## config.mk

```make
export PLATFORM = sky130hd
export DESIGN_NAME = registerFile_flat
export DESIGN_NICKNAME = d
export VERILOG_FILES = /design/src/logic/mipsCorePkg.sv /design/src/logic/regFileIf.sv /design/src/logic/registerFile.sv /design/src/flat_wrapper.sv
export SDC_FILE = /design/constraint.sdc
export NUM_CORES = 2
export LEC_CHECK = 0
export BUFFER_PORTS_ARGS = -buffer_cell sky130_fd_sc_hd__buf_2
export CORE_AREA = 2 2 432 434
export CTS_CLUSTER_SIZE = 12
export DETAILED_ROUTE_END_ITERATION = 12
export DIE_AREA = 0 0 434 436
export GPL_TIMING_DRIVEN = 0
export PLACE_DENSITY = 0.5
export SETUP_SLACK_MARGIN = 0.2
export SLEW_MARGIN = 20
export SYNTH_ARGS = -nofsm -noshare
export SYNTH_HDL_FRONTEND = slang
export SYNTH_SLANG_ARGS = --single-unit
```

## constraint.sdc

```tcl
create_clock -name clk -period 3.8 [get_ports clk]
set_input_delay 0.19 -clock clk [delete_from_list [all_inputs] [get_ports clk]]
set_output_delay 0.19 -clock clk [all_outputs]
set_load 0.01 [all_outputs]
```

## src/logic/mipsCorePkg.sv

```systemverilog
package mipsCorePkg;

	typedef logic [31:0] wordT;
	typedef logic [4:0]  regAddrT;

	// operation class handed from the decoder to the alu
	typedef enum logic [2:0] {
		ALU_ADD   = 3'd0,
		ALU_FUNCT = 3'd1, // alu looks at funct itself
		ALU_AND   = 3'd2,
		ALU_OR    = 3'd3,
		ALU_BEQ   = 3'd4,
		ALU_BNE   = 3'd5,
		ALU_SLT   = 3'd6,
		ALU_NONE  = 3'd7
	} aluOpT;

	typedef enum logic [1:0] {RD_RT = 2'd0, RD_RD = 2'd1, RD_RA = 2'd2} regDstT;

	typedef enum logic [1:0] {JMP_SEQ = 2'd0, JMP_TARGET = 2'd1, JMP_REG = 2'd2} jumpT;

	typedef enum logic [1:0] {WB_ALU = 2'd0, WB_MEM = 2'd1, WB_PC4 = 2'd2} memToRegT;

	typedef struct packed {
		regDstT   regDst;
		jumpT     jump;
		logic     branch;
		logic     memRead;
		memToRegT memToReg;
		aluOpT    aluOp;
		logic     memWrite;
		logic     aluSrc;   // immediate as operand b
		logic     zeroExt;  // andi/ori style immediate
		logic     regWrite;
	} ctrlWordT;

endpackage

```

## src/logic/regFileIf.sv

```systemverilog
`timescale 1ns/1ps

interface regFileIf;

	mipsCorePkg::regAddrT rsAddr;
	mipsCorePkg::regAddrT rtAddr;
	mipsCorePkg::wordT    rsData;
	mipsCorePkg::wordT    rtData;
	logic                 wrEn;
	mipsCorePkg::regAddrT wrAddr;
	mipsCorePkg::wordT    wrData;

	// datapath side
	modport core (output rsAddr, rtAddr, wrEn, wrAddr, wrData, input rsData, rtData);

	// storage side
	modport regs (input rsAddr, rtAddr, wrEn, wrAddr, wrData, output rsData, rtData);

endinterface

```

## src/logic/registerFile.sv

```systemverilog
`timescale 1ns/1ps

module registerFile (
	input logic   clk,
	input logic   rst,
	regFileIf.regs rf
);

	mipsCorePkg::wordT regs [32];

	always_ff @(posedge clk)
	begin
		if (rst)
		begin
			for (int i = 0; i < 32; i++)
				regs[i] <= '0;
		end
		else if (rf.wrEn && (rf.wrAddr != '0))
		begin
			regs[rf.wrAddr] <= rf.wrData; // r0 writes dropped here
		end
	end

	// read ports are combinational
	always_comb
	begin
		rf.rsData = (rf.rsAddr == '0) ? '0 : regs[rf.rsAddr];
		rf.rtData = (rf.rtAddr == '0) ? '0 : regs[rf.rtAddr];
	end

	// destination comes from the decoder mux in the core
	wrAddrKnown: assert property (@(posedge clk) disable iff (rst)
		rf.wrEn |-> !$isunknown(rf.wrAddr))
		else $error("register write with unknown address");

endmodule

```

## src/flat_wrapper.sv

```systemverilog
// flat-port wrapper written by rule: the top's interface ports become plain ports
module registerFile_flat 
  (clk, rst, rf_rsAddr, rf_rtAddr, rf_wrEn, rf_wrAddr, rf_wrData, rf_rsData, rf_rtData);
  regFileIf rf_i ();
  input logic clk;
  input logic rst;
  input wire logic [$bits(rf_i.rsAddr)-1:0] rf_rsAddr;
  input wire logic [$bits(rf_i.rtAddr)-1:0] rf_rtAddr;
  input wire logic [$bits(rf_i.wrEn)-1:0] rf_wrEn;
  input wire logic [$bits(rf_i.wrAddr)-1:0] rf_wrAddr;
  input wire logic [$bits(rf_i.wrData)-1:0] rf_wrData;
  output wire logic [$bits(rf_i.rsData)-1:0] rf_rsData;
  output wire logic [$bits(rf_i.rtData)-1:0] rf_rtData;
  assign rf_i.rsAddr = rf_rsAddr;
  assign rf_i.rtAddr = rf_rtAddr;
  assign rf_i.wrEn = rf_wrEn;
  assign rf_i.wrAddr = rf_wrAddr;
  assign rf_i.wrData = rf_wrData;
  assign rf_rsData = rf_i.rsData;
  assign rf_rtData = rf_i.rtData;
  registerFile u_core (.clk(clk), .rst(rst), .rf(rf_i));
endmodule
```

=== Word level (Yosys, flattened, before mapping) ===
Memories as Yosys holds them, arrays and structs flattened.
Cells that the tools add are included.

* $add $sub $neg: 0
* $mul: 0
* Divide/modulo/power cells: 0
* Magnitude comparators: 0
* Eq/ne operators: 0
* Shifts and indexed selects: 0
* Muxes and demuxes: 10
* Bitwise operators: 0
* Reduce and logical (&&, ||, !) cells: 5

{| class="wikitable"
|+ Operators by type and width
! operator !! count
|-
| 32-bit 2-to-1 mux || 3
|-
| 32-bit OR reduction || 1
|-
| 5-bit zero test || 2
|-
| 1-bit 2-to-1 mux || 6
|-
| 5-bit 2-to-1 mux || 1
|-
| 5-bit nonzero test || 1
|-
| 1-bit logical AND || 1
|}

* Register bits: 0
* Bits in latches: 0
* RAM bits: 1024
* ROM bits: 0
* Input bits: 50
* Output and inout bits: 64
* Logic and storage cells: 16
* Memories kept: 1

{| class="wikitable"
|+ Memory list
! name !! words !! width !! read ports !! clocked after memory_dff !! write ports !! RTL line !! source
|-
| u_core.regs || 32 || 32 || 2 || 0 || 32 || registerFile.sv:9 || <nowiki>mipsCorePkg::wordT regs [32];</nowiki>
|}

=== Longest topological paths before layout ===
* Depth in word-level cells: 7
* Gate-level depth with buffers: 8
* Gate-level depth less buffers: 4

=== Worst setup path before layout ===
Ideal clock, no wire load.

* Path kind: input port to output port
* From: input rf_rsAddr[0]
* To: output rf_rsData[10]
* Arrival time: 1.658 ns
* Required time: 3.610 ns
* Setup slack: 1.952 ns
* Cell stages on the path: 6
* Path buffers: 3
* Path through: buf_6 > buf_6 > buf_2 > mux4_2 > a221oi_1 > a211oi_1

* Cells in the longest elaborated chain, start to end: 2

{| class="wikitable"
|+ Ends and longest elaborated chain
! element !! RTL line !! source
|-
| start: declaration || flat_wrapper.sv:7 || <nowiki>input wire logic [$bits(rf_i.rsAddr)-1:0] rf_rsAddr;</nowiki>
|-
| memory 32 x 32 bit or 5-bit zero test (tied branches) || n/a ||
|-
| 32-bit 2-to-1 mux (*) || registerFile.sv:27 || <nowiki>rf.rsData = (rf.rsAddr == '0) ? '0 : regs[rf.rsAddr];</nowiki>
|-
| end: declaration || flat_wrapper.sv:12 || <nowiki>output wire logic [$bits(rf_i.rsData)-1:0] rf_rsData;</nowiki>
|}

Mark *: on every way between the ends. The rest lies on a longest branch, timed or not.

=== Worst setup path after layout ===
* From: input rf_rtAddr[0]
* To: output rf_rtData[28]

* Cells in the longest elaborated chain, start to end: 2

{| class="wikitable"
|+ Ends and longest elaborated chain
! element !! RTL line !! source
|-
| start: declaration || flat_wrapper.sv:8 || <nowiki>input wire logic [$bits(rf_i.rtAddr)-1:0] rf_rtAddr;</nowiki>
|-
| memory 32 x 32 bit or 5-bit zero test (tied branches) || n/a ||
|-
| 32-bit 2-to-1 mux (*) || registerFile.sv:28 || <nowiki>rf.rtData = (rf.rtAddr == '0) ? '0 : regs[rf.rtAddr];</nowiki>
|-
| end: declaration || flat_wrapper.sv:13 || <nowiki>output wire logic [$bits(rf_i.rtData)-1:0] rf_rtData;</nowiki>
|}

Marked as above.

==> run metrics <==
remaining global-route overflow=0; setup TNS after final layout=0 ns; leading cell types in the layout, fill and taps excluded=sky130_fd_sc_hd__edfxtp_1 (1024), sky130_fd_sc_hd__and2_1 (994), sky130_fd_sc_hd__mux2i_1 (320); post-layout minimum cycle time=3.68 ns; CTS tree=yes; top flop regs=u_core.regs x1024; Die Outline Area=~190000 um^2; average cell area after synthesis=roughly 15 um^2; Placeable Area=185000 um^2; count of mapped cells out of synthesis=~3800; fraction of final layout cells with drive strength greater than 1=20.3%; final setup violating endpoints=0; number of different library cells in the post-synthesis netlist=41; largest net degree at the start of global routing=33; share of flip-flops with an asynchronous set or reset=0%; DR vias=between 30000 and 40000; Gate power share=a little over an eighth; Placed Cells=approximately 6400; Post-synth EDFFs=approximately 1000; worst hold-check slack=~0.35 ns; antenna violations before repair=13; number of global-route vias before repair=36921; nets=roughly 4100; switching power=between 7 and 8 mW; cell mode on critical path=sky130_fd_sc_hd__buf_2; RSZ-0062 raised after global routing=false; global-route wire length before repair=318 mm; count of input and output buffers=between 100 and 150; Peak Freq=271 MHz; gate family responsible for the most delay along the worst path=buffers and inverters; series of cell instances along the critical path=buf_2 -> buf_6 -> and2_1 -> clkbuf_1 -> clkbuf_2 -> a22oi_1 -> a311oi_1 -> buf_2; PwrDens=approximately 440 nW/um^2; Yosys Warn Count=0; CP Data Arrival Time=around 3.5 ns; status=complete, no violations; crit-path max cell delay=approximately 0.79 ns; count of maximum capacitance violations=0; final slew viol count=0; remaining routing DRC violations=0; switching share of power=27.3%; IO Pins=~110; max reg flops=1024; Layout Cells excl Fill=around 6600; required time of the critical path=approximately 3.6 ns; cell type with the highest aggregate area in the netlist=sky130_fd_sc_hd__edfxtp_1; HPWL after detailed placement=167 mm; critical path buffer and inverter count=5; Clock Pin Slew Worst Setup and Hold Paths=0.07 ns; type of the tightest min-delay check=primary input to flip-flop; number of sinks driven by the clock tree=between 1000 and 1500; Post-Route WL=239 mm; Reg with most FFs=u_core.regs; deepest clock path buffer count=3; design internal power=between 20 and 25 mW; kind of end point of the critical path=primary output; proportion of power drawn by the clock network=roughly two fifths; fraction of synthesized cell area taken by the top area cell type=a little under three fifths; leakage power summed over all cells=approximately 22 nW; root buffer cell=sky130_fd_sc_hd__clkbuf_16; sequential cell area fraction in the yosys report=a little under three fifths; share of the clock period used by the worst path=between 90% and 100%; share of total power in sequential cells=a little under half; number of detailed-route iterations in the first pass=6; Top FF cell, synth=sky130_fd_sc_hd__edfxtp_1; routed via count divided by cell count=between 5 and 6; area of the mapped netlist=roughly 55000 um^2; number of buffers inserted by post-CTS setup repair=0; multi-input gate area in the final layout=22700 um^2; violation count after the first detailed-routing iteration=4990; Critical Setup Path Class=primary input to primary output; worst vdd rail ir drop=around 0.34 mV; synthesis-stage register bit count=approximately 1000; initial standard-cell utilization of the core=between 20% and 30%; highest net fanout along the worst path=10; final standard cell utilization of the core=about a third; H-tree levels=3; category of the worst setup path launch point=primary input; std cell rows=158; Num CTS Buffers=about 110; most common library cell in the layout ignoring fill and taps=sky130_fd_sc_hd__edfxtp_1; Layout fillers=about 18000; number of antenna-violating nets in the routed design=0; cell types with the largest area share after synthesis=sky130_fd_sc_hd__edfxtp_1 (56%), sky130_fd_sc_hd__mux4_2 (12%), sky130_fd_sc_hd__and2_1 (11%); Tightest Pin Transition=between 1 and 1.5 ns; worst relative slew slack=between 10% and 20%; layout overhead on the synthesized area=14.3%; cell with the largest stage delay on the worst path=sky130_fd_sc_hd__a311oi_1; final number of hold-violating endpoints=0; WL per Instance=around 36 um; die outline width=434 um; GRT Overall Usage=about a quarter; area used by sequential logic in the layout=30700 um^2; GP Congestion=0.971; die height=436 um
cells in the mapped netlist (17+ instances only):
master / number
sky130_fd_sc_hd__buf_2: 51
sky130_fd_sc_hd__mux4_1: 48
sky130_fd_sc_hd__o221ai_1: 64
sky130_fd_sc_hd__or2_2: 31
sky130_fd_sc_hd__clkbuf_1: 296
sky130_fd_sc_hd__nor2_1: 37
sky130_fd_sc_hd__mux4_2: 304
sky130_fd_sc_hd__edfxtp_1: 1024
sky130_fd_sc_hd__a22oi_1: 64
sky130_fd_sc_hd__mux2_2: 64
sky130_fd_sc_hd__mux2i_1: 320
sky130_fd_sc_hd__a311oi_1: 32
sky130_fd_sc_hd__buf_4: 51
sky130_fd_sc_hd__nor2b_1: 37
sky130_fd_sc_hd__nand2_1: 101
sky130_fd_sc_hd__and2_1: 994
sky130_fd_sc_hd__a21oi_1: 32
sky130_fd_sc_hd__a211oi_1: 64
sky130_fd_sc_hd__o21ai_0: 47
sky130_fd_sc_hd__a221oi_1: 34
sky130_fd_sc_hd__nand4_1: 32
sky130_fd_sc_hd__o2111ai_1: 17
per-layer routing:
metal	GRT usage [%]	wire length (um)	vias to the layer above
li1	-	-	15153
met1	33.3	96600	19660
met2	37.5	106000	2252
met3	4.78	20800	496
met4	14.0	15900	2
met5	0	11	-
final cells by class:
| class | count | area share [%] |
|---|---|---|
| Inverter | 2 | 0.0119 |
| Clock inverter | 61 | 0.746 |
| Buffer | 412 | 3.11 |
| Clock buffer | 137 | 4.71 |
| Timing Repair Buffer | 142 | 1.50 |
| Multi-Input combinational cell | 2386 | 36.1 |
| Sequential cell | 1024 | 48.9 |
| Tap cell | 2480 | 4.93 |
| Antenna cell | 5 | 0.0199 |
worst min-delay path, delay by kind of cell:
family,cells,cell delay (ns)
buffers and inverters,2,0.67
AND/OR/NAND/NOR,1,0.13
worst paths after layout:
kind | slack, ns | end | start | depth (start not counted)
max | 0.12 | rf_rtData[28] | rf_rtAddr[0] | 8
min | 0.35 | u_core.regs[5][19] | rf_wrData[19] | 3
what timing repair did:
item	CTS	global route
endpoints found under the setup margin	44	16
gates resized for setup	34	7
hold buffers	32	0
endpoints found under the hold margin	32	0
kinds of logic (layout without fill, tap and decap cells):
group           count (synthesis)  count (layout)  synth area share [%]
mux                           736             736                  21.9
simple gates                 1251            1251                  13.6
buf+inv                       414             754                  3.46
flops                        1024            1024                  55.9
other cells                     1              37               0.00681
compound gates                367             367                  5.16
per-stage QoR:
| stage | power [mW] | setup slack [ns] | area (um^2) |
|---|---|---|---|
| 6_report | 27.9 | 0.117 | 62900 |
| 5_1_grt | 28.4 | 0.203 | 62900 |
| 3_3_place_gp | 17.2 | -1.13 | 58800 |
| 4_1_cts | 27.8 | 0.201 | 62900 |
| 3_5_place_dp | 17.3 | -0.357 | 59000 |
| 2_1_floorplan | 15.5 | 1.95 | 55100 |
power by group through the flow:
stage / registers (mW) / clock network (mW) / logic (mW)
after floorplan: 13.5 / 0 / 2.01
after global placement: 13.6 / 0 / 3.60
after detailed placement: 13.6 / 0 / 3.64
after CTS: 13.4 / 10.7 / 3.70
after global routing: 13.5 / 11.1 / 3.82
final: 13.4 / 10.7 / 3.75
Power figures use the tool's default switching activity.
