## config.mk

```make
export PLATFORM = sky130hd
export DESIGN_NAME = controlUnit
export DESIGN_NICKNAME = d
export VERILOG_FILES = /design/src/logic/mipsCorePkg.sv /design/src/logic/mipsIsaPkg.sv /design/src/logic/controlUnit.sv
export SDC_FILE = /design/constraint.sdc
export NUM_CORES = 1
export LEC_CHECK = 0
export BUFFER_PORTS_ARGS = -buffer_cell sky130_fd_sc_hd__clkbuf_2
export CAP_MARGIN = 40
export CORE_AREA = 3 3 40 42
export DETAILED_ROUTE_END_ITERATION = 10
export DIE_AREA = 0 0 43 45
export REMOVE_ABC_BUFFERS = 1
export SLEW_MARGIN = 30
export SYNTH_ARGS = -nofsm -noshare
export SYNTH_HDL_FRONTEND = slang
export SYNTH_SLANG_ARGS = --single-unit
```

## constraint.sdc

```tcl
create_clock -name vclk -period 1.8
set_clock_uncertainty 0.15 [all_clocks]
set_input_delay 0 -clock vclk [all_inputs]
set_output_delay 0 -clock vclk [all_outputs]
set_load 0.02 [all_outputs]
```

## src/logic/mipsCorePkg.sv

```systemverilog
package mipsCorePkg;

	typedef logic [31:0] wordT;
	typedef logic [4:0]  regAddrT;

	// operation class handed from the decoder to the alu
	typedef enum logic [2:0] {
		ALU_ADD   = 3'd0,
		ALU_FUNCT = 3'd1, // alu looks at funct itself
		ALU_AND   = 3'd2,
		ALU_OR    = 3'd3,
		ALU_BEQ   = 3'd4,
		ALU_BNE   = 3'd5,
		ALU_SLT   = 3'd6,
		ALU_NONE  = 3'd7
	} aluOpT;

	typedef enum logic [1:0] {RD_RT = 2'd0, RD_RD = 2'd1, RD_RA = 2'd2} regDstT;

	typedef enum logic [1:0] {JMP_SEQ = 2'd0, JMP_TARGET = 2'd1, JMP_REG = 2'd2} jumpT;

	typedef enum logic [1:0] {WB_ALU = 2'd0, WB_MEM = 2'd1, WB_PC4 = 2'd2} memToRegT;

	typedef struct packed {
		regDstT   regDst;
		jumpT     jump;
		logic     branch;
		logic     memRead;
		memToRegT memToReg;
		aluOpT    aluOp;
		logic     memWrite;
		logic     aluSrc;   // immediate as operand b
		logic     zeroExt;  // andi/ori style immediate
		logic     regWrite;
	} ctrlWordT;

endpackage

```

## src/logic/mipsIsaPkg.sv

```systemverilog
package mipsIsaPkg;

	typedef logic [5:0] opcodeT;
	typedef logic [5:0] functT;

	// major opcodes
	localparam opcodeT OP_RTYPE = 6'b000000;
	localparam opcodeT OP_J     = 6'b000010;
	localparam opcodeT OP_JAL   = 6'b000011;
	localparam opcodeT OP_BEQ   = 6'b000100;
	localparam opcodeT OP_BNE   = 6'b000101;
	localparam opcodeT OP_ADDI  = 6'b001000;
	localparam opcodeT OP_SLTI  = 6'b001010;
	localparam opcodeT OP_ANDI  = 6'b001100;
	localparam opcodeT OP_ORI   = 6'b001101;
	localparam opcodeT OP_LW    = 6'b100011;
	localparam opcodeT OP_SW    = 6'b101011;

	// funct codes under OP_RTYPE
	localparam functT FN_JR  = 6'b001000;
	localparam functT FN_ADD = 6'b100000;
	localparam functT FN_SUB = 6'b100010;
	localparam functT FN_AND = 6'b100100;
	localparam functT FN_OR  = 6'b100101;
	localparam functT FN_SLT = 6'b101010;

	// bit positions inside the instruction word
	localparam int OP_MSB  = 31;
	localparam int OP_LSB  = 26;
	localparam int RS_MSB  = 25;
	localparam int RS_LSB  = 21;
	localparam int RT_MSB  = 20;
	localparam int RT_LSB  = 16;
	localparam int RD_MSB  = 15;
	localparam int RD_LSB  = 11;
	localparam int FN_MSB  = 5;
	localparam int FN_LSB  = 0;
	localparam int IMM_MSB = 15;
	localparam int IMM_LSB = 0;
	localparam int TGT_MSB = 25;
	localparam int TGT_LSB = 0;

endpackage
```

## src/logic/controlUnit.sv

```systemverilog
`timescale 1ns/1ps

module controlUnit (
	input  mipsIsaPkg::opcodeT    opcode,
	input  mipsIsaPkg::functT     funct,
	output mipsCorePkg::ctrlWordT ctrl
);

	always_comb
	begin
		// R format is the starting point
		ctrl.regDst   = mipsCorePkg::RD_RD;
		ctrl.jump     = mipsCorePkg::JMP_SEQ;
		ctrl.branch   = 1'b0;
		ctrl.memRead  = 1'b0;
		ctrl.memToReg = mipsCorePkg::WB_ALU;
		ctrl.aluOp    = mipsCorePkg::ALU_FUNCT;
		ctrl.memWrite = 1'b0;
		ctrl.aluSrc   = 1'b0;
		ctrl.zeroExt  = 1'b0;
		ctrl.regWrite = 1'b1;

		case (opcode)
			mipsIsaPkg::OP_RTYPE:
			begin
				if (funct == mipsIsaPkg::FN_JR)
				begin
					ctrl.jump     = mipsCorePkg::JMP_REG;
					ctrl.aluOp    = mipsCorePkg::ALU_NONE;
					ctrl.regWrite = 1'b0;
				end
			end
			mipsIsaPkg::OP_J:
			begin
				ctrl.jump     = mipsCorePkg::JMP_TARGET;
				ctrl.aluOp    = mipsCorePkg::ALU_NONE;
				ctrl.regWrite = 1'b0;
			end
			mipsIsaPkg::OP_JAL:
			begin
				ctrl.regDst   = mipsCorePkg::RD_RA; // link into r31
				ctrl.jump     = mipsCorePkg::JMP_TARGET;
				ctrl.memToReg = mipsCorePkg::WB_PC4;
				ctrl.aluOp    = mipsCorePkg::ALU_NONE;
			end
			mipsIsaPkg::OP_ADDI:
			begin
				ctrl.regDst = mipsCorePkg::RD_RT;
				ctrl.aluOp  = mipsCorePkg::ALU_ADD;
				ctrl.aluSrc = 1'b1;
			end
			mipsIsaPkg::OP_ANDI, mipsIsaPkg::OP_ORI:
			begin
				ctrl.regDst  = mipsCorePkg::RD_RT;
				ctrl.aluOp   = (opcode == mipsIsaPkg::OP_ANDI) ? mipsCorePkg::ALU_AND
				                                               : mipsCorePkg::ALU_OR;
				ctrl.aluSrc  = 1'b1;
				ctrl.zeroExt = 1'b1;
			end
			mipsIsaPkg::OP_SLTI:
			begin
				ctrl.regDst = mipsCorePkg::RD_RT;
				ctrl.aluOp  = mipsCorePkg::ALU_SLT;
				ctrl.aluSrc = 1'b1;
			end
			mipsIsaPkg::OP_BEQ, mipsIsaPkg::OP_BNE:
			begin
				ctrl.branch   = 1'b1;
				ctrl.aluOp    = (opcode == mipsIsaPkg::OP_BEQ) ? mipsCorePkg::ALU_BEQ
				                                               : mipsCorePkg::ALU_BNE;
				ctrl.regWrite = 1'b0;
			end
			mipsIsaPkg::OP_LW:
			begin
				ctrl.regDst   = mipsCorePkg::RD_RT;
				ctrl.memRead  = 1'b1;
				ctrl.memToReg = mipsCorePkg::WB_MEM;
				ctrl.aluOp    = mipsCorePkg::ALU_ADD; // base plus offset
				ctrl.aluSrc   = 1'b1;
			end
			mipsIsaPkg::OP_SW:
			begin
				ctrl.aluOp    = mipsCorePkg::ALU_ADD;
				ctrl.aluSrc   = 1'b1;
				ctrl.memWrite = 1'b1;
				ctrl.regWrite = 1'b0;
			end
			default:
			begin
				// unknown opcode just falls through with no side effects
				ctrl.aluOp    = mipsCorePkg::ALU_NONE;
				ctrl.regWrite = 1'b0;
				ctrl.memWrite = 1'b0;
			end
		endcase

		assert (!(ctrl.memRead && ctrl.memWrite))
			else $error("decoder asserted memRead and memWrite together");
	end

endmodule

```

* Yosys cells after proc, flatten, opt, wreduce, memory -nomap -nowiden
Index checks and enable logic that the tools add are counted.
** Word-level totals
- Bits in registers :: 0
- Output and inout port bits :: 15
** Cells by class
- Mux-type cells :: 15
- Equality and inequality tests :: 11
- Reduce and logical (&&, ||, !) cells :: 8
** Operators with widths (count)
- $eq 6x4->1 const B :: 5
- $pmux 3 s5 :: 1
- $eq 6x2->1 const B :: 2
- $eq 6x3->1 const B :: 2
- $eq 6x6->1 const B :: 2
- $pmux 2 s2 :: 3
- $reduce_or 6->1 :: 2
- $mux 1 :: 8
- $logic_not 6->1 :: 1
- $reduce_or 2->1 :: 3
- $reduce_or 5->1 :: 1
- $mux 3 :: 1
- $reduce_or 3->1 :: 1
- $mux 2 :: 1
- $pmux 1 s2 :: 1

* Longest topological paths before layout
Gate-level depths: netlist of the first run.
- Depth after elaboration :: 3
- Gate-level depth with buffers :: 4

* Worst setup path after synthesis of the first run
No wires, ideal clock.
- Kind :: input to output
- Start point :: input port opcode[5]
- End point :: output port ctrl[9] in the netlist's numbering
- Buffers on the path :: 2
- Data required time :: 1.650 ns
- Data arrival time :: 1.307 ns
- Slack :: 0.343 ns
- Stages on the path :: 4
- Cells stage by stage :: buf_2 nand3_1 nor4_1 buf_4
** RTL lines
- start, declared :: line controlUnit.sv:4 : input mipsIsaPkg::opcodeT opcode,
- end, declared :: line controlUnit.sv:6 : output mipsCorePkg::ctrlWordT ctrl

==> results of run 1 <==
-- area by class of cell --
type,count,area (um2)
fill,146,878.3
multi-input combinational,38,252.7
timing repair buffer,27,135.1
tap,15,18.77
-- critical path, cell delays in order --
cell	delay, ns
clkbuf_2	0.18
nor4_4	0.35
a41oi_1	0.19
o31ai_1	0.11
clkbuf_2	0.21
-- logic make-up after synthesis --
| family | synth area share [%] |
|---|---|
| simple gates | 56.30 |
| buf+inv | 15.12 |
| mux | 3.361 |
| compound gates | 25.21 |
-- cells in the final DEF (no fill, tap or decap), drive strengths merged --
cell and n:
a211oi 3, a32oi 1, a41oi 1, and2 2, and3 2, clkbuf 27, mux2i 1, nand2 3
nand2b 2, nand3 1, nor2 4, nor2b 4, nor3 2, nor4 3, nor4b 2, o21ai 1
o21bai 1, o22ai 1, o2bb2ai 1, o31ai 1, or2 2
-- metal layers --
metal  wire length, um  track usage (%)  vias up
met4                 0                0        0
met2               337            13.77       21
met5                 0                0        -
met3               128            1.992        0
met1               403            11.67      157
li1                  -                -      207
-- worst paths after layout --
kind | from | end | slack (ns) | cells past startpoint
worst max-delay path | opcode[2] | ctrl[5] | 0.62 | 5
worst min-delay path | opcode[3] | ctrl[10] | 0.28 | 3
-- Yosys cell counts, drive strengths merged --
cell type | count | share of area (%)
o2bb2ai | 1 | 2.9
nor2 | 4 | 5.0
nand3 | 1 | 1.7
buf | 6 | 15
o22ai | 1 | 2.1
and3 | 2 | 4.2
nor2b | 4 | 8.4
nor4 | 3 | 11
nand2b | 2 | 4.2
nor4b | 2 | 5.9
or2 | 2 | 4.2
o31ai | 1 | 2.5
a32oi | 1 | 2.9
nand2 | 3 | 3.8
a211oi | 3 | 7.6
mux2i | 1 | 3.4
a41oi | 1 | 2.9
and2 | 2 | 4.2
nor3 | 2 | 3.4
o21bai | 1 | 2.5
o21ai | 1 | 1.7
-- power by group through the flow --
stage | registers, mW | clock network, mW | logic, mW
after floorplan | 0 | 0 | 0.0361
after global placement | 0 | 0 | 0.0749
after detailed placement | 0 | 0 | 0.0759
after CTS | 0 | 0 | 0.0762
after global routing | 0 | 0 | 0.0837
final | 0 | 0 | 0.0753
-- stage by stage --
step                      hold WS, ns  cells  setup WS [ns]
after floorplan              -0.07189     38         0.3461
after CTS                      0.2836     80         0.6018
after detailed placement       0.2816     80         0.6042
after global placement         0.2762     80         0.6646
final                          0.2797     80         0.6199
after global routing           0.3263     80         0.5141
==> flow_summary.ini, run 1 <==
[worst_setup_path]
cp.arrival_ns = 1.03
worst_setup_path_start_kind = input pin
critPathCaptureType = output port
required_ns = 1.65
criticalPathCategory = in -> out
critPathMaxFanout = 10

[detailed_routing]
dr.pass1.iters = 2
viasPerCell = 4.813
totalWireLength_um = 869
ant_nets = 0
wl_per_cell_um = 10.86
drc = 0
vias = 385
first_iter_violations = 3

[layout]
nClkBuffers = 0
antenna_cells = 0
final_area_um2 = 406.6
seqCellArea_um2 = 0
syn2layout_area_growth_pct = 36.55
final_nets = 79
seq_cells = 0
final_util_pct = 31.65
drive_gt1_share_pct = 43.08

[synthesis]
synth_cell_type_count = 24
avgSynthCellArea_um2 = 6.768
synth_warnings = 0
seq_area_frac_synth_pct = 0
syn_inst = 44
synth.cell_area_um2 = 297.8

[clock_tree]
cts-hold-fix-buffers = 0
cts_resized = 0
post_cts.repair.setup_buffers = 0

[sta]
setup-violations-final = 0
rsz0062_at_grt = no
tightest_slew_ns = 0.3745
max_freq_ghz = 0.8474
post-route-min-period_ns = 1.180
slew-limit-headroom_pct = 74.68
fin_crit_sh_pct = 65.56
fin_tns_setup_ns = 0
finalHoldViolations = 0
slew_violations = 0

[pwr]
p_clk_share_pct = 0
peakVddDrop_mv = 0.07647
power_density_nw_per_um2 = 185.2
p_int_mw = 0.02888
comb_power_share_pct = 100.0
swShare_pct = 61.64
power_frac_seq_pct = 0
power_mw = 0.07530
p_leak_nw = 0.1910
power.switching_mw = 0.04642

[floorplanning]
die_h_um = 45
dieArea_um2 = 1935
num_rows = 13
ios = 27
core_area_um2 = 1285
initial_core_util_pct = 23.17
fp.dieW_um = 43

[place]
placed_cell_area_um2 = 406.6
hpwlAfterDp_um = 728.9
portBuffers = 27
routabilityCongestion = 0.7874

[global_route]
gr-total-overflow = 0
grt_pass1_wl_mm = 1.352
antenna_found_initial = 0
grt_pass1_vias = 310
globalRouteTotalUtil_pct = 8.292
grt_max_degree = 13

[outcome]
status = finished clean

[worst_hold_path]
min_path_type = in -> out

[job]
drv_cap = 0
Power figures use the tool's default switching activity.
==> run 2, diff against run 1 <==
==> constraint.sdc (replaced) <==
create_clock -name vclk -period 1
set_clock_uncertainty 0.15 [all_clocks]
set_input_delay 0 -clock vclk [all_inputs]
set_output_delay 0 -clock vclk [all_outputs]
set_load 0.02 [all_outputs]
==> flow_summary.ini, run 2 (synthesis results as in run 1) <==
[global_route]
gr-total-overflow = 0
grt_max_degree = 9
globalRouteTotalUtil_pct = 11.28
grt_pass1_wl_mm = 1.773
antenna_found_initial = 0
grt_pass1_vias = 414

[pwr]
power_density_nw_per_um2 = 340.8
power_mw = 0.2541
p_leak_nw = 0.3328
peakVddDrop_mv = 0.1782

[floorplanning]
fp.dieW_um = 43
die_h_um = 45
num_rows = 13
initial_core_util_pct = 23.17
ios = 27
core_area_um2 = 1285
dieArea_um2 = 1935

[worst_setup_path]
critPathMaxFanout = 6
critPathCaptureType = output port
required_ns = 0.85
worst_setup_path_start_kind = input pin
criticalPathCategory = in -> out
cp.arrival_ns = 0.97

[sta]
fin_crit_sh_pct = 112.0
setup_ws_ns = -0.1201
max_freq_ghz = 0.8928
post-route-min-period_ns = 1.120
slew-limit-headroom_pct = 81.07
rsz0062_at_grt = yes
setup-violations-final = 8
hold_ws_ns = 0.2548
tightest_slew_ns = 0.2818
slew_violations = 0
finalHoldViolations = 0

[outcome]
status = complete, but fails checks
violations = setup timing

[detailed_routing]
viasPerCell = 5.053
wl_per_cell_um = 12.99
ant_nets = 0
first_iter_violations = 2
vias = 475
totalWireLength_mm = 1.221
drc = 0
dr.pass1.iters = 4

[worst_hold_path]
min_path_type = in -> out
min_delay_path_depth = 3

[layout]
final_area_um2 = 745.7
seq_cells = 0
nClkBuffers = 0
final_nets = 93
antenna_cells = 0
drive_gt1_share_pct = 73.42
final_cell_mix = buf_4 (20), clkbuf_2 (7), nor2_1 (4), buf_2 (4)
final_common_cell = buf_4
fin_cells = 94
seqCellArea_um2 = 0
syn2layout_area_growth_pct = 150.4

[place]
dp_cells = 94
portBuffers = 27
hpwlAfterDp_um = 845.9
placed_cell_area_um2 = 511.7
routabilityCongestion = 0.7752
pre_cts_slack_ns = -0.1516

[job]
drv_cap = 0

[clock_tree]
cts-hold-fix-buffers = 0
post_cts.repair.setup_buffers = 0
run 2: path summary, 6_finish.rpt:
kind	from	slack [ns]	endpoint
max	opcode[3]	-0.12	ctrl[13]
min	opcode[4]	0.25	ctrl[0]
run 2: power breakdown:
part / switching, mW / internal, mW / leakage [nW]
clock: 0 / 0 / 0
sequential: 0 / 0 / 0
combinational: 0.125 / 0.129 / 0.333
total: 0.125 / 0.129 / 0.333
run 2: worst max-delay path: stages:
cell,delay (ns)
clkbuf_8,0.12
buf_4,0.16
nor2_1,0.16
a32oi_2,0.14
or2_1,0.23
clkbuf_8,0.15
run 2: what timing repair did:
action,CTS,global route
gates resized for setup,30,31
setup endpoints to repair,13,15
gates cloned,0,0
pin swaps,8,4
run 2: routing by layer:
layer	track usage, %	vias up	routed length, um
li1	-	236	-
met1	14.52	218	503
met2	21.26	21	600
met3	1.594	0	118
met4	0	0	0
met5	0	-	0
run 2: layout make-up:
type	count	area (um2)
well taps	15	18.77
fillers	111	539.3
repair buffers	41	346.6
multi-input cells	38	380.4
run 2: metrics by stage:
stage                     util, %  setup TNS, ns
after floorplan                 -        -0.9706
after global placement      39.82         -1.170
after detailed placement    39.82         -1.254
after CTS                   51.12        -0.5692
after global routing        58.03         -1.144
final                       58.03        -0.5773
