`src/logic/mipsCorePkg.sv`:
```
package mipsCorePkg;

	typedef logic [31:0] wordT;
	typedef logic [4:0]  regAddrT;

	// operation class handed from the decoder to the alu
	typedef enum logic [2:0] {
		ALU_ADD   = 3'd0,
		ALU_FUNCT = 3'd1, // alu looks at funct itself
		ALU_AND   = 3'd2,
		ALU_OR    = 3'd3,
		ALU_BEQ   = 3'd4,
		ALU_BNE   = 3'd5,
		ALU_SLT   = 3'd6,
		ALU_NONE  = 3'd7
	} aluOpT;

	typedef enum logic [1:0] {RD_RT = 2'd0, RD_RD = 2'd1, RD_RA = 2'd2} regDstT;

	typedef enum logic [1:0] {JMP_SEQ = 2'd0, JMP_TARGET = 2'd1, JMP_REG = 2'd2} jumpT;

	typedef enum logic [1:0] {WB_ALU = 2'd0, WB_MEM = 2'd1, WB_PC4 = 2'd2} memToRegT;

	typedef struct packed {
		regDstT   regDst;
		jumpT     jump;
		logic     branch;
		logic     memRead;
		memToRegT memToReg;
		aluOpT    aluOp;
		logic     memWrite;
		logic     aluSrc;   // immediate as operand b
		logic     zeroExt;  // andi/ori style immediate
		logic     regWrite;
	} ctrlWordT;

endpackage

```
`src/logic/mipsIsaPkg.sv`:
```
package mipsIsaPkg;

	typedef logic [5:0] opcodeT;
	typedef logic [5:0] functT;

	// major opcodes
	localparam opcodeT OP_RTYPE = 6'b000000;
	localparam opcodeT OP_J     = 6'b000010;
	localparam opcodeT OP_JAL   = 6'b000011;
	localparam opcodeT OP_BEQ   = 6'b000100;
	localparam opcodeT OP_BNE   = 6'b000101;
	localparam opcodeT OP_ADDI  = 6'b001000;
	localparam opcodeT OP_SLTI  = 6'b001010;
	localparam opcodeT OP_ANDI  = 6'b001100;
	localparam opcodeT OP_ORI   = 6'b001101;
	localparam opcodeT OP_LW    = 6'b100011;
	localparam opcodeT OP_SW    = 6'b101011;

	// funct codes under OP_RTYPE
	localparam functT FN_JR  = 6'b001000;
	localparam functT FN_ADD = 6'b100000;
	localparam functT FN_SUB = 6'b100010;
	localparam functT FN_AND = 6'b100100;
	localparam functT FN_OR  = 6'b100101;
	localparam functT FN_SLT = 6'b101010;

	// bit positions inside the instruction word
	localparam int OP_MSB  = 31;
	localparam int OP_LSB  = 26;
	localparam int RS_MSB  = 25;
	localparam int RS_LSB  = 21;
	localparam int RT_MSB  = 20;
	localparam int RT_LSB  = 16;
	localparam int RD_MSB  = 15;
	localparam int RD_LSB  = 11;
	localparam int FN_MSB  = 5;
	localparam int FN_LSB  = 0;
	localparam int IMM_MSB = 15;
	localparam int IMM_LSB = 0;
	localparam int TGT_MSB = 25;
	localparam int TGT_LSB = 0;

endpackage
```
`src/logic/alu.sv`:
```
`timescale 1ns/1ps

module alu (
	input  mipsCorePkg::aluOpT aluOp,
	input  mipsIsaPkg::functT  funct,
	input  mipsCorePkg::wordT  a,
	input  mipsCorePkg::wordT  b,
	output mipsCorePkg::wordT  result,
	output logic               cond
);

	always_comb
	begin
		result = '0;
		cond   = 1'b0;
		case (aluOp)
			mipsCorePkg::ALU_FUNCT:
			begin
				case (funct)
					mipsIsaPkg::FN_ADD: result = a + b;
					mipsIsaPkg::FN_SUB: result = a - b;
					mipsIsaPkg::FN_AND: result = a & b;
					mipsIsaPkg::FN_OR:  result = a | b;
					mipsIsaPkg::FN_SLT: result = mipsCorePkg::wordT'($signed(a) < $signed(b));
					default:            result = '0;
				endcase
			end
			mipsCorePkg::ALU_ADD: result = a + b;
			mipsCorePkg::ALU_AND: result = a & b;
			mipsCorePkg::ALU_OR:  result = a | b;
			mipsCorePkg::ALU_SLT: result = mipsCorePkg::wordT'($signed(a) < $signed(b));
			mipsCorePkg::ALU_BEQ:
			begin
				result = a - b;
				cond   = (a == b);
			end
			mipsCorePkg::ALU_BNE:
			begin
				result = a - b;
				cond   = (a != b);
			end
			default: result = '0; // ALU_NONE
		endcase
	end

endmodule

```
`config.mk`:
```
export PLATFORM = sky130hd
export DESIGN_NAME = alu
export DESIGN_NICKNAME = d
export VERILOG_FILES = /design/src/logic/mipsCorePkg.sv /design/src/logic/mipsIsaPkg.sv /design/src/logic/alu.sv
export SDC_FILE = /design/constraint.sdc
export NUM_CORES = 1
export LEC_CHECK = 0
export BUFFER_PORTS_ARGS = -buffer_cell sky130_fd_sc_hd__buf_2
export CAP_MARGIN = 20
export CORE_ASPECT_RATIO = 0.8
export CORE_UTILIZATION = 23
export DETAILED_ROUTE_END_ITERATION = 8
export PLACE_DENSITY_LB_ADDON = 0.2
export SLEW_MARGIN = 20
export SYNTH_ARGS = -nofsm -noshare
export SYNTH_HDL_FRONTEND = slang
export SYNTH_SLANG_ARGS = --single-unit
```
`constraint.sdc`:
```
create_clock -name vclk -period 5.35
set_input_delay 1.3375 -clock vclk [all_inputs]
set_output_delay 1.3375 -clock vclk [all_outputs]
set_load 0.01 [all_outputs]
```
* Word-level counts from Yosys, hierarchy flattened
Index checks and enable logic that the tools add are counted. Widths: inputs -> output; s select.
Cells by class: shift-type cells 0, multiply operators 0, order comparisons 1, equal/unequal tests 13, reductions and logical operators 2, divide/modulo/power cells 0, bitwise gates (word level) 2, muxes and demuxes 3, add/sub/neg operators 2
Operators with widths (number):
- $pmux 32 s6 | 1
- $pmux 32 s5 | 1
- $add 32x32->32 | 1
- $and 32x32->32 | 1
- $eq 32x32->1 | 1
- $lt 32x32->1 | 1
- $ne 32x32->1 | 1
- $or 32x32->32 | 1
- $sub 32x32->32 | 1
- $eq 6x6->1 const B | 5
- $eq 3x3->1 const B | 3
- $eq 3x2->1 const B | 2
- $eq 3x1->1 const B | 1
- $logic_not 3->1 | 1
- $pmux 1 s2 | 1
- $reduce_or 2->1 | 1
Storage, ports and cells: memories 0, memory bits (read-only) 0, memory bits (writable) 0, latch bits 0, flip-flop bits (word level) 0, word-level logic and storage cells 23, input bits 73, output and inout port bits 33

* Longest topological paths before layout
Gate-level depths: netlist (run 1).
word-level depth 3, mapped depth 13, depth with buffers taken out 13

* Least setup slack after synthesis (run 1)
OpenSTA, ideal clock, no wires.
path type input to output, from input a[0], to output result[26], required time 4013 ps, arrival time 3899 ps, setup slack 113 ps, stages on the path 13, path buffers 0, cell sequence inv_1 > ha_1 > fa_1 > o21ba_2 > o21ai_1 > nor3b_1 > o221a_2 > o31a_1 > a21o_1 > o31ai_1 > a21oi_1 > or3_1 > o211ai_1
Between the ends: cells in the longest elaborated chain, start to end 3, elaborated cells between the ends (all ways) 4, classes of those cells 2 x add/sub; 2 x mux
RTL lines:
- start: declaration | RTL line alu.sv:6 | input mipsCorePkg::wordT a,
- $sub 32x32->32 or $add 32x32->32 (tied branches)
- $pmux 32 s5 | RTL line alu.sv:19 | case (funct)
- $pmux 32 s6 * | RTL line alu.sv:16 | case (aluOp)
- end: declaration | RTL line alu.sv:8 | output mipsCorePkg::wordT result,
Every way passes the cells marked *; elsewhere a longest branch is shown, timed or not.

* Final worst setup path (run 1)
from input a[0], to output result[30]
Same word-level chain as after synthesis.

==> flow_summary_export.csv, run 1 <==
group,metric,value,unit
outcome,status,"finished with violations",
outcome,violations,"setup timing",
worst_setup_path,cp_slowest_cell,"fa_2",
routing,wl_met1,11.21,mm
routing,top_layer,"met4",
placed_design,routabilityCongestion,0.9099,
timing,fmax,183.9,MHz
timing,finalSetupViolations,4,
pwr,sequentialPowerShare,0,
logic_synthesis,synth_area_per_cell,6.423,um^2
finish,clkbuf_count,0,
global_routing,grt_remaining_overflow,0,
pwr,power,0.8934,mW
worst_setup_path,crit_path_frequent_cell,"buf_4",
worst_setup_path,path_max_fanout,3,
pwr,power_frac_comb,1.000,
timing,grt_setup_unrepaired,"yes",
routing,drc,0,
timing,setup_ws,-0.08630,ns
logic_synthesis,synthesis.nets,981,
logic_synthesis,synthDistinctLibCells,66,
worst_setup_path,critical_path_arrival,4.10,ns
timing,final-max-slew-violation-count,0,
global_routing,first_global_vias,6231,
clock_tree,ctsHoldBuffers,0,
floorplanning,die-area,23150,um^2
finish,final-seq-area,0,um^2
global_routing,grt_max_degree,27,
floorplanning,die_w,169.8,um
floorplanning,io_pins,106,
worst_setup_path,max_stage_delay,0.35,ns
worst_setup_path,crit_start,"a[0]",
global_routing,grt_pass1_wl,33.29,mm
finish,seq_cells,0,
timing,setup_tns,-0.2308,ns
routing,wl_met2,8.981,mm
routing,routedWlPerCell,15.93,um
routing,wl_met3,1.255,mm
timing,hold_ws,3.137,ns
finish,final_nets,1224,
floorplanning,rows,48,
logic_synthesis,netlist_area,5184,um^2
timing,period_needed,5.436,ns
worst_setup_path,setup.worst_path.class,"in2out",
logic_synthesis,synth.yosys.seq_area_share,0,
routing,drtIter0Drc,504,
flow_run,drv_cap,0,
global_routing,antenna_found_initial,1,
global_routing,grtUsageTotal,0.1770,
floorplanning,die_y,136.3,um
routing,ant_nets,0,
worst_setup_path,cp-endpoint,"result[30]",
worst_setup_path,cp_cell_sequence,"buf_8 -> inv_4 -> ha_4 -> fa_2 -> o21ba_4 -> o21ai_2 -> nor3b_2 -> o221a_2 -> buf_4 -> buf_6 -> o21ai_4 -> a21o_1 -> o2111a_1 -> buf_4 -> nor2_2 -> o2bb2ai_2 -> o31ai_2 -> buf_2",
finish,area_growth,55.23,%
pwr,p_int,0.4150,mW
placed_design,placedCellCount,1331,
logic_synthesis,syn_inst,807,
routing,routed_wl,21.50,mm
hold_path,hold_path.class,"in2out",
finish,finalNonFillerCells,1349,
worst_setup_path,cp-start-kind,"input pin",
finish,drive_gt1_frac,0.3798,
pwr,switching_power,0.4784,mW
routing,drtPass1Iterations,5,
routing,vias,6740,
logic_synthesis,synth_warnings,0,
pwr,p_sw_frac,0.5355,
worst_setup_path,worstSetupEndpointType,"primary output",
timing,max_slew_margin,0.5095,
placed_design,hpwl,17.24,mm
floorplanning,initial_utilization,0.2371,
pwr,p_leak,3.831,nW
pwr,power_density,111.0,nW/um^2
floorplanning,core-area,21860,um^2
worst_setup_path,cp.required,4.01,ns
timing,period_share,1.016,
routing,via_per_inst,4.996,
placed_design,port_buffers,106,
pwr,clkPwrFrac,0,
timing,finalHoldViolCount,0,
timing,worst_slew_pin_slew,0.7291,ns
pwr,vdd_drop_max,0.04088,mV
==> worst min path at each step <==
| stage | startpoint | slack (ns) | endpoint | cells past startpoint |
|---|---|---|---|---|
| floorplan | funct[2] | 2.86 | result[0] | 2 |
| global placement | aluOp[0] | 3.14 | cond | 4 |
| detailed placement | aluOp[0] | 3.13 | cond | 4 |
| CTS | aluOp[0] | 3.14 | cond | 4 |
| global route | aluOp[0] | 3.17 | cond | 4 |
| finish | aluOp[0] | 3.14 | cond | 4 |
==> cell families (layout without fill, tap and decap cells) <==
kind of cell    count (synthesis)  count (layout)  synth area share
compound gates                295             295            0.3862
xor+xnor                       16              16           0.02703
other cells                     0               1                 0
fa+ha+maj                     101             101            0.2467
buf+inv                       144             385            0.1055
simple gates                  246             246            0.2247
mux                             5               5          0.009896
==> cells in the final DEF, fill, tap and decap left out, drive strengths merged, types with 13 or more instances in the layout <==
master,n
inv,94
a21o,16
o221ai,18
nor3,18
nand3,17
nor2,81
buf,291
ha,99
o21ai,50
a21oi,82
nand2,67
o22ai,18
a221oi,13
==> area by class of cell <==
class	count	area, um^2
inverters	94	372.9
repair buffers	291	2059
multi-input cells	663	5236
diodes	1	2.502
fillers	2418	13810
well taps	300	375.4
==> cells in the mapped netlist (11+ instances only) <==
cell / count / area share
a21o_1: 16 / 0.023
a21oi_1: 81 / 0.078
a221oi_1: 13 / 0.022
clkbuf_1: 42 / 0.030
ha_1: 99 / 0.24
inv_1: 94 / 0.068
nand2_1: 67 / 0.049
nand3_1: 17 / 0.016
nor2_1: 81 / 0.059
nor2b_1: 11 / 0.013
nor3_1: 17 / 0.016
o21ai_0: 45 / 0.043
o21bai_1: 11 / 0.016
o221ai_1: 18 / 0.030
o22ai_1: 18 / 0.022
xnor2_1: 12 / 0.020
==> power groups by stage <==
stage,Combinational (mW),Clock (mW),Sequential (mW)
after floorplan,0.432,0,0
after global placement,0.772,0,0
after detailed placement,0.770,0,0
after CTS,0.805,0,0
after global routing,0.973,0.0000000250,0
final,0.893,0.0000000250,0
==> timing repair <==
| item | in CTS | in global routing |
|---|---|---|
| buffers inserted | 4 | 14 |
| gates resized for setup | 47 | 114 |
| setup endpoints to repair | 17 | 18 |
| pin swaps | 11 | 50 |
==> critical path, delay by kind of cell <==
family / cells / cell delay [ns]
AOI/OAI and AO/OA: 8 / 1.49
adders and majority gates: 2 / 0.50
buffers and inverters: 6 / 0.65
and+or+nand+nor: 2 / 0.11
==> routing by layer <==
| metal | vias up | global-route usage |
|---|---|---|
| li1 | 3401 | - |
| met1 | 3131 | 0.2814 |
| met2 | 204 | 0.2650 |
| met3 | 4 | 0.01077 |
| met4 | 0 | 0.01101 |
| met5 | - | 0 |
==> per-stage QoR <==
stage	instance area (um^2)	utilization	setup slack, ns
after floorplan	5184	-	0.1134
after CTS	7417	0.3393	-0.1279
final	8046	0.3681	-0.08630
after detailed placement	7173	0.3281	-0.4356
after global routing	8046	0.3681	-0.2268
after global placement	7173	0.3281	-0.4193
Note: power is estimated with default switching activity, not from simulation.
==> inputs of run 2 (changes only) <==
==> constraint.sdc (replaced) <==
create_clock -name vclk -period 5.5
set_input_delay 1.375 -clock vclk [all_inputs]
set_output_delay 1.375 -clock vclk [all_outputs]
set_load 0.01 [all_outputs]
==> flow_summary_export.csv, run 2 (same netlist as run 1, synthesis figures left out) <==
group,metric,value,unit
outcome,status,"finished, final reports clean",
pwr,p_leak,3.644,nW
finish,finalNonFillerCells,1325,
finish,layout_common_cells,"buf_4 (157), buf_2 (104), inv_1 (88), ha_1 (87), nor2_1 (80)",
routing,drc,0,
worst_setup_path,critical_path_arrival,4.11,ns
finish,drive_gt1_frac,0.3343,
worst_setup_path,crit_path_frequent_cell,"buf_2",
floorplanning,core-area,21860,um^2
worst_setup_path,setup.worst_path.class,"in2out",
global_routing,grt_remaining_overflow,0,
routing,wl_met3,1.007,mm
routing,vias,6576,
placed_design,port_buffers,106,
timing,period_needed,5.489,ns
floorplanning,die_y,136.3,um
routing,routed_wl,20.75,mm
worst_setup_path,cp_cell_sequence,"buf_2 -> buf_6 -> fa_2 -> o21ba_4 -> o21ai_2 -> nor3b_2 -> o221a_2 -> o31a_1 -> a21o_1 -> o31ai_2 -> a21oi_1 -> or3_1 -> o211ai_1 -> buf_2",
routing,ant_nets,0,
pwr,power_density,106.9,nW/um^2
timing,worst_slew_pin_slew,0.7088,ns
floorplanning,initial_utilization,0.2371,
worst_setup_path,cp_slowest_cell,"fa_2",
global_routing,grt_pass1_wl,33.21,mm
placed_design,routabilityCongestion,0.8965,
worst_setup_path,path_max_fanout,2,
timing,period_share,0.9980,
global_routing,antenna_found_initial,2,
hold_path,hold_path.class,"in2out",
global_routing,grtUsageTotal,0.1758,
routing,drtPass1Iterations,5,
timing,finalHoldViolCount,0,
routing,routedWlPerCell,15.66,um
placed_design,placedCellCount,1317,
timing,max_slew_margin,0.5263,
global_routing,grt_max_degree,26,
worst_setup_path,worstSetupEndpointType,"primary output",
floorplanning,die-area,23150,um^2
finish,final_nets,1199,
timing,finalSetupViolations,0,
global_routing,first_global_vias,6205,
routing,top_layer,"met4",
finish,area_growth,44.68,%
flow_run,drv_cap,0,
timing,grt_setup_unrepaired,"yes",
routing,wl_met2,8.562,mm
finish,stdcell_area,7500,um^2
finish,seq_cells,0,
worst_setup_path,max_stage_delay,0.37,ns
routing,wl_met1,11.11,mm
hold_path,hold_start,"funct[2]",
timing,fmax,182.2,MHz
routing,drtIter0Drc,432,
placed_design,place_area,7056,um^2
worst_setup_path,cp-endpoint,"result[26]",
finish,clkbuf_count,0,
placed_design,hpwl,17.21,mm
worst_setup_path,cp-start-kind,"input pin",
timing,final-max-slew-violation-count,0,
worst_setup_path,cp.required,4.12,ns
routing,via_per_inst,4.963,
floorplanning,io_pins,106,
finish,final-seq-area,0,um^2
floorplanning,rows,48,
floorplanning,die_w,169.8,um
pwr,vdd_drop_max,0.03932,mV
worst_setup_path,crit_start,"b[1]",
finish,final_common_cell,"buf_4",
==> run 2: cell count changes in the layout (fill, tap and decap cells not counted), sizes merged <==
cell	delta
buf	-25
diode	+1
==> run 2: metrics by stage <==
step	util	TNS, ns	power, mW	setup WS, ns	hold WS (ns)
5_1_grt	0.3431	-0.2484	0.8784	-0.1343	3.275
4_1_cts	0.3299	-0.1495	0.7601	-0.09626	3.236
3_5_place_dp	0.3227	-1.386	0.7373	-0.3736	3.232
3_3_place_gp	0.3227	-1.121	0.7404	-0.3299	3.231
2_1_floorplan	-	0	0.4204	0.1884	2.938
6_report	0.3431	0	0.8015	0.01096	3.250
==> run 2: where the power goes <==
| part | total (mW) | internal, mW | switching [mW] |
|---|---|---|---|
| Clock | 0.0000000486 | 0.0000000486 | 0 |
| Combinational | 0.801 | 0.363 | 0.439 |
| Sequential | 0 | 0 | 0 |
==> run 2: final cells by class <==
type	instances	area (um^2)
timing repair buffer	266	1759
tap	300	375.4
inverter	94	360.3
multi-input combinational	663	5000
fill	2463	14360
antenna	2	5.005
==> run 2: repair_timing <==
action                     4_1_cts  5_1_grt
hold buffers                     0        0
resized for setup               32       53
buffers inserted                 3        3
setup endpoints to repair       13       16
pin swaps                       10       25
==> run 2: worst max-delay path: cells and delay by family <==
family	cells	cell delay [ns]
AO/OA/AOI/OAI	8	1.55
AND/OR/NAND/NOR	2	0.40
buffers and inverters	3	0.42
adder cells (fa/ha/maj)	1	0.37
==> run 2: worst min path at each step <==
| stage | end | cells after the start |
|---|---|---|
| after floorplan | result[0] | 2 |
| after global placement | result[0] | 4 |
| after detailed placement | result[0] | 4 |
| after CTS | result[0] | 4 |
| after global routing | result[0] | 4 |
| final | result[0] | 4 |
==> run 2: routing by layer <==
layer	global-route usage	up-vias
li1	-	3349
met3	0.006114	4
met2	0.2646	186
met4	0.006507	0
met5	0	-
met1	0.2829	3037
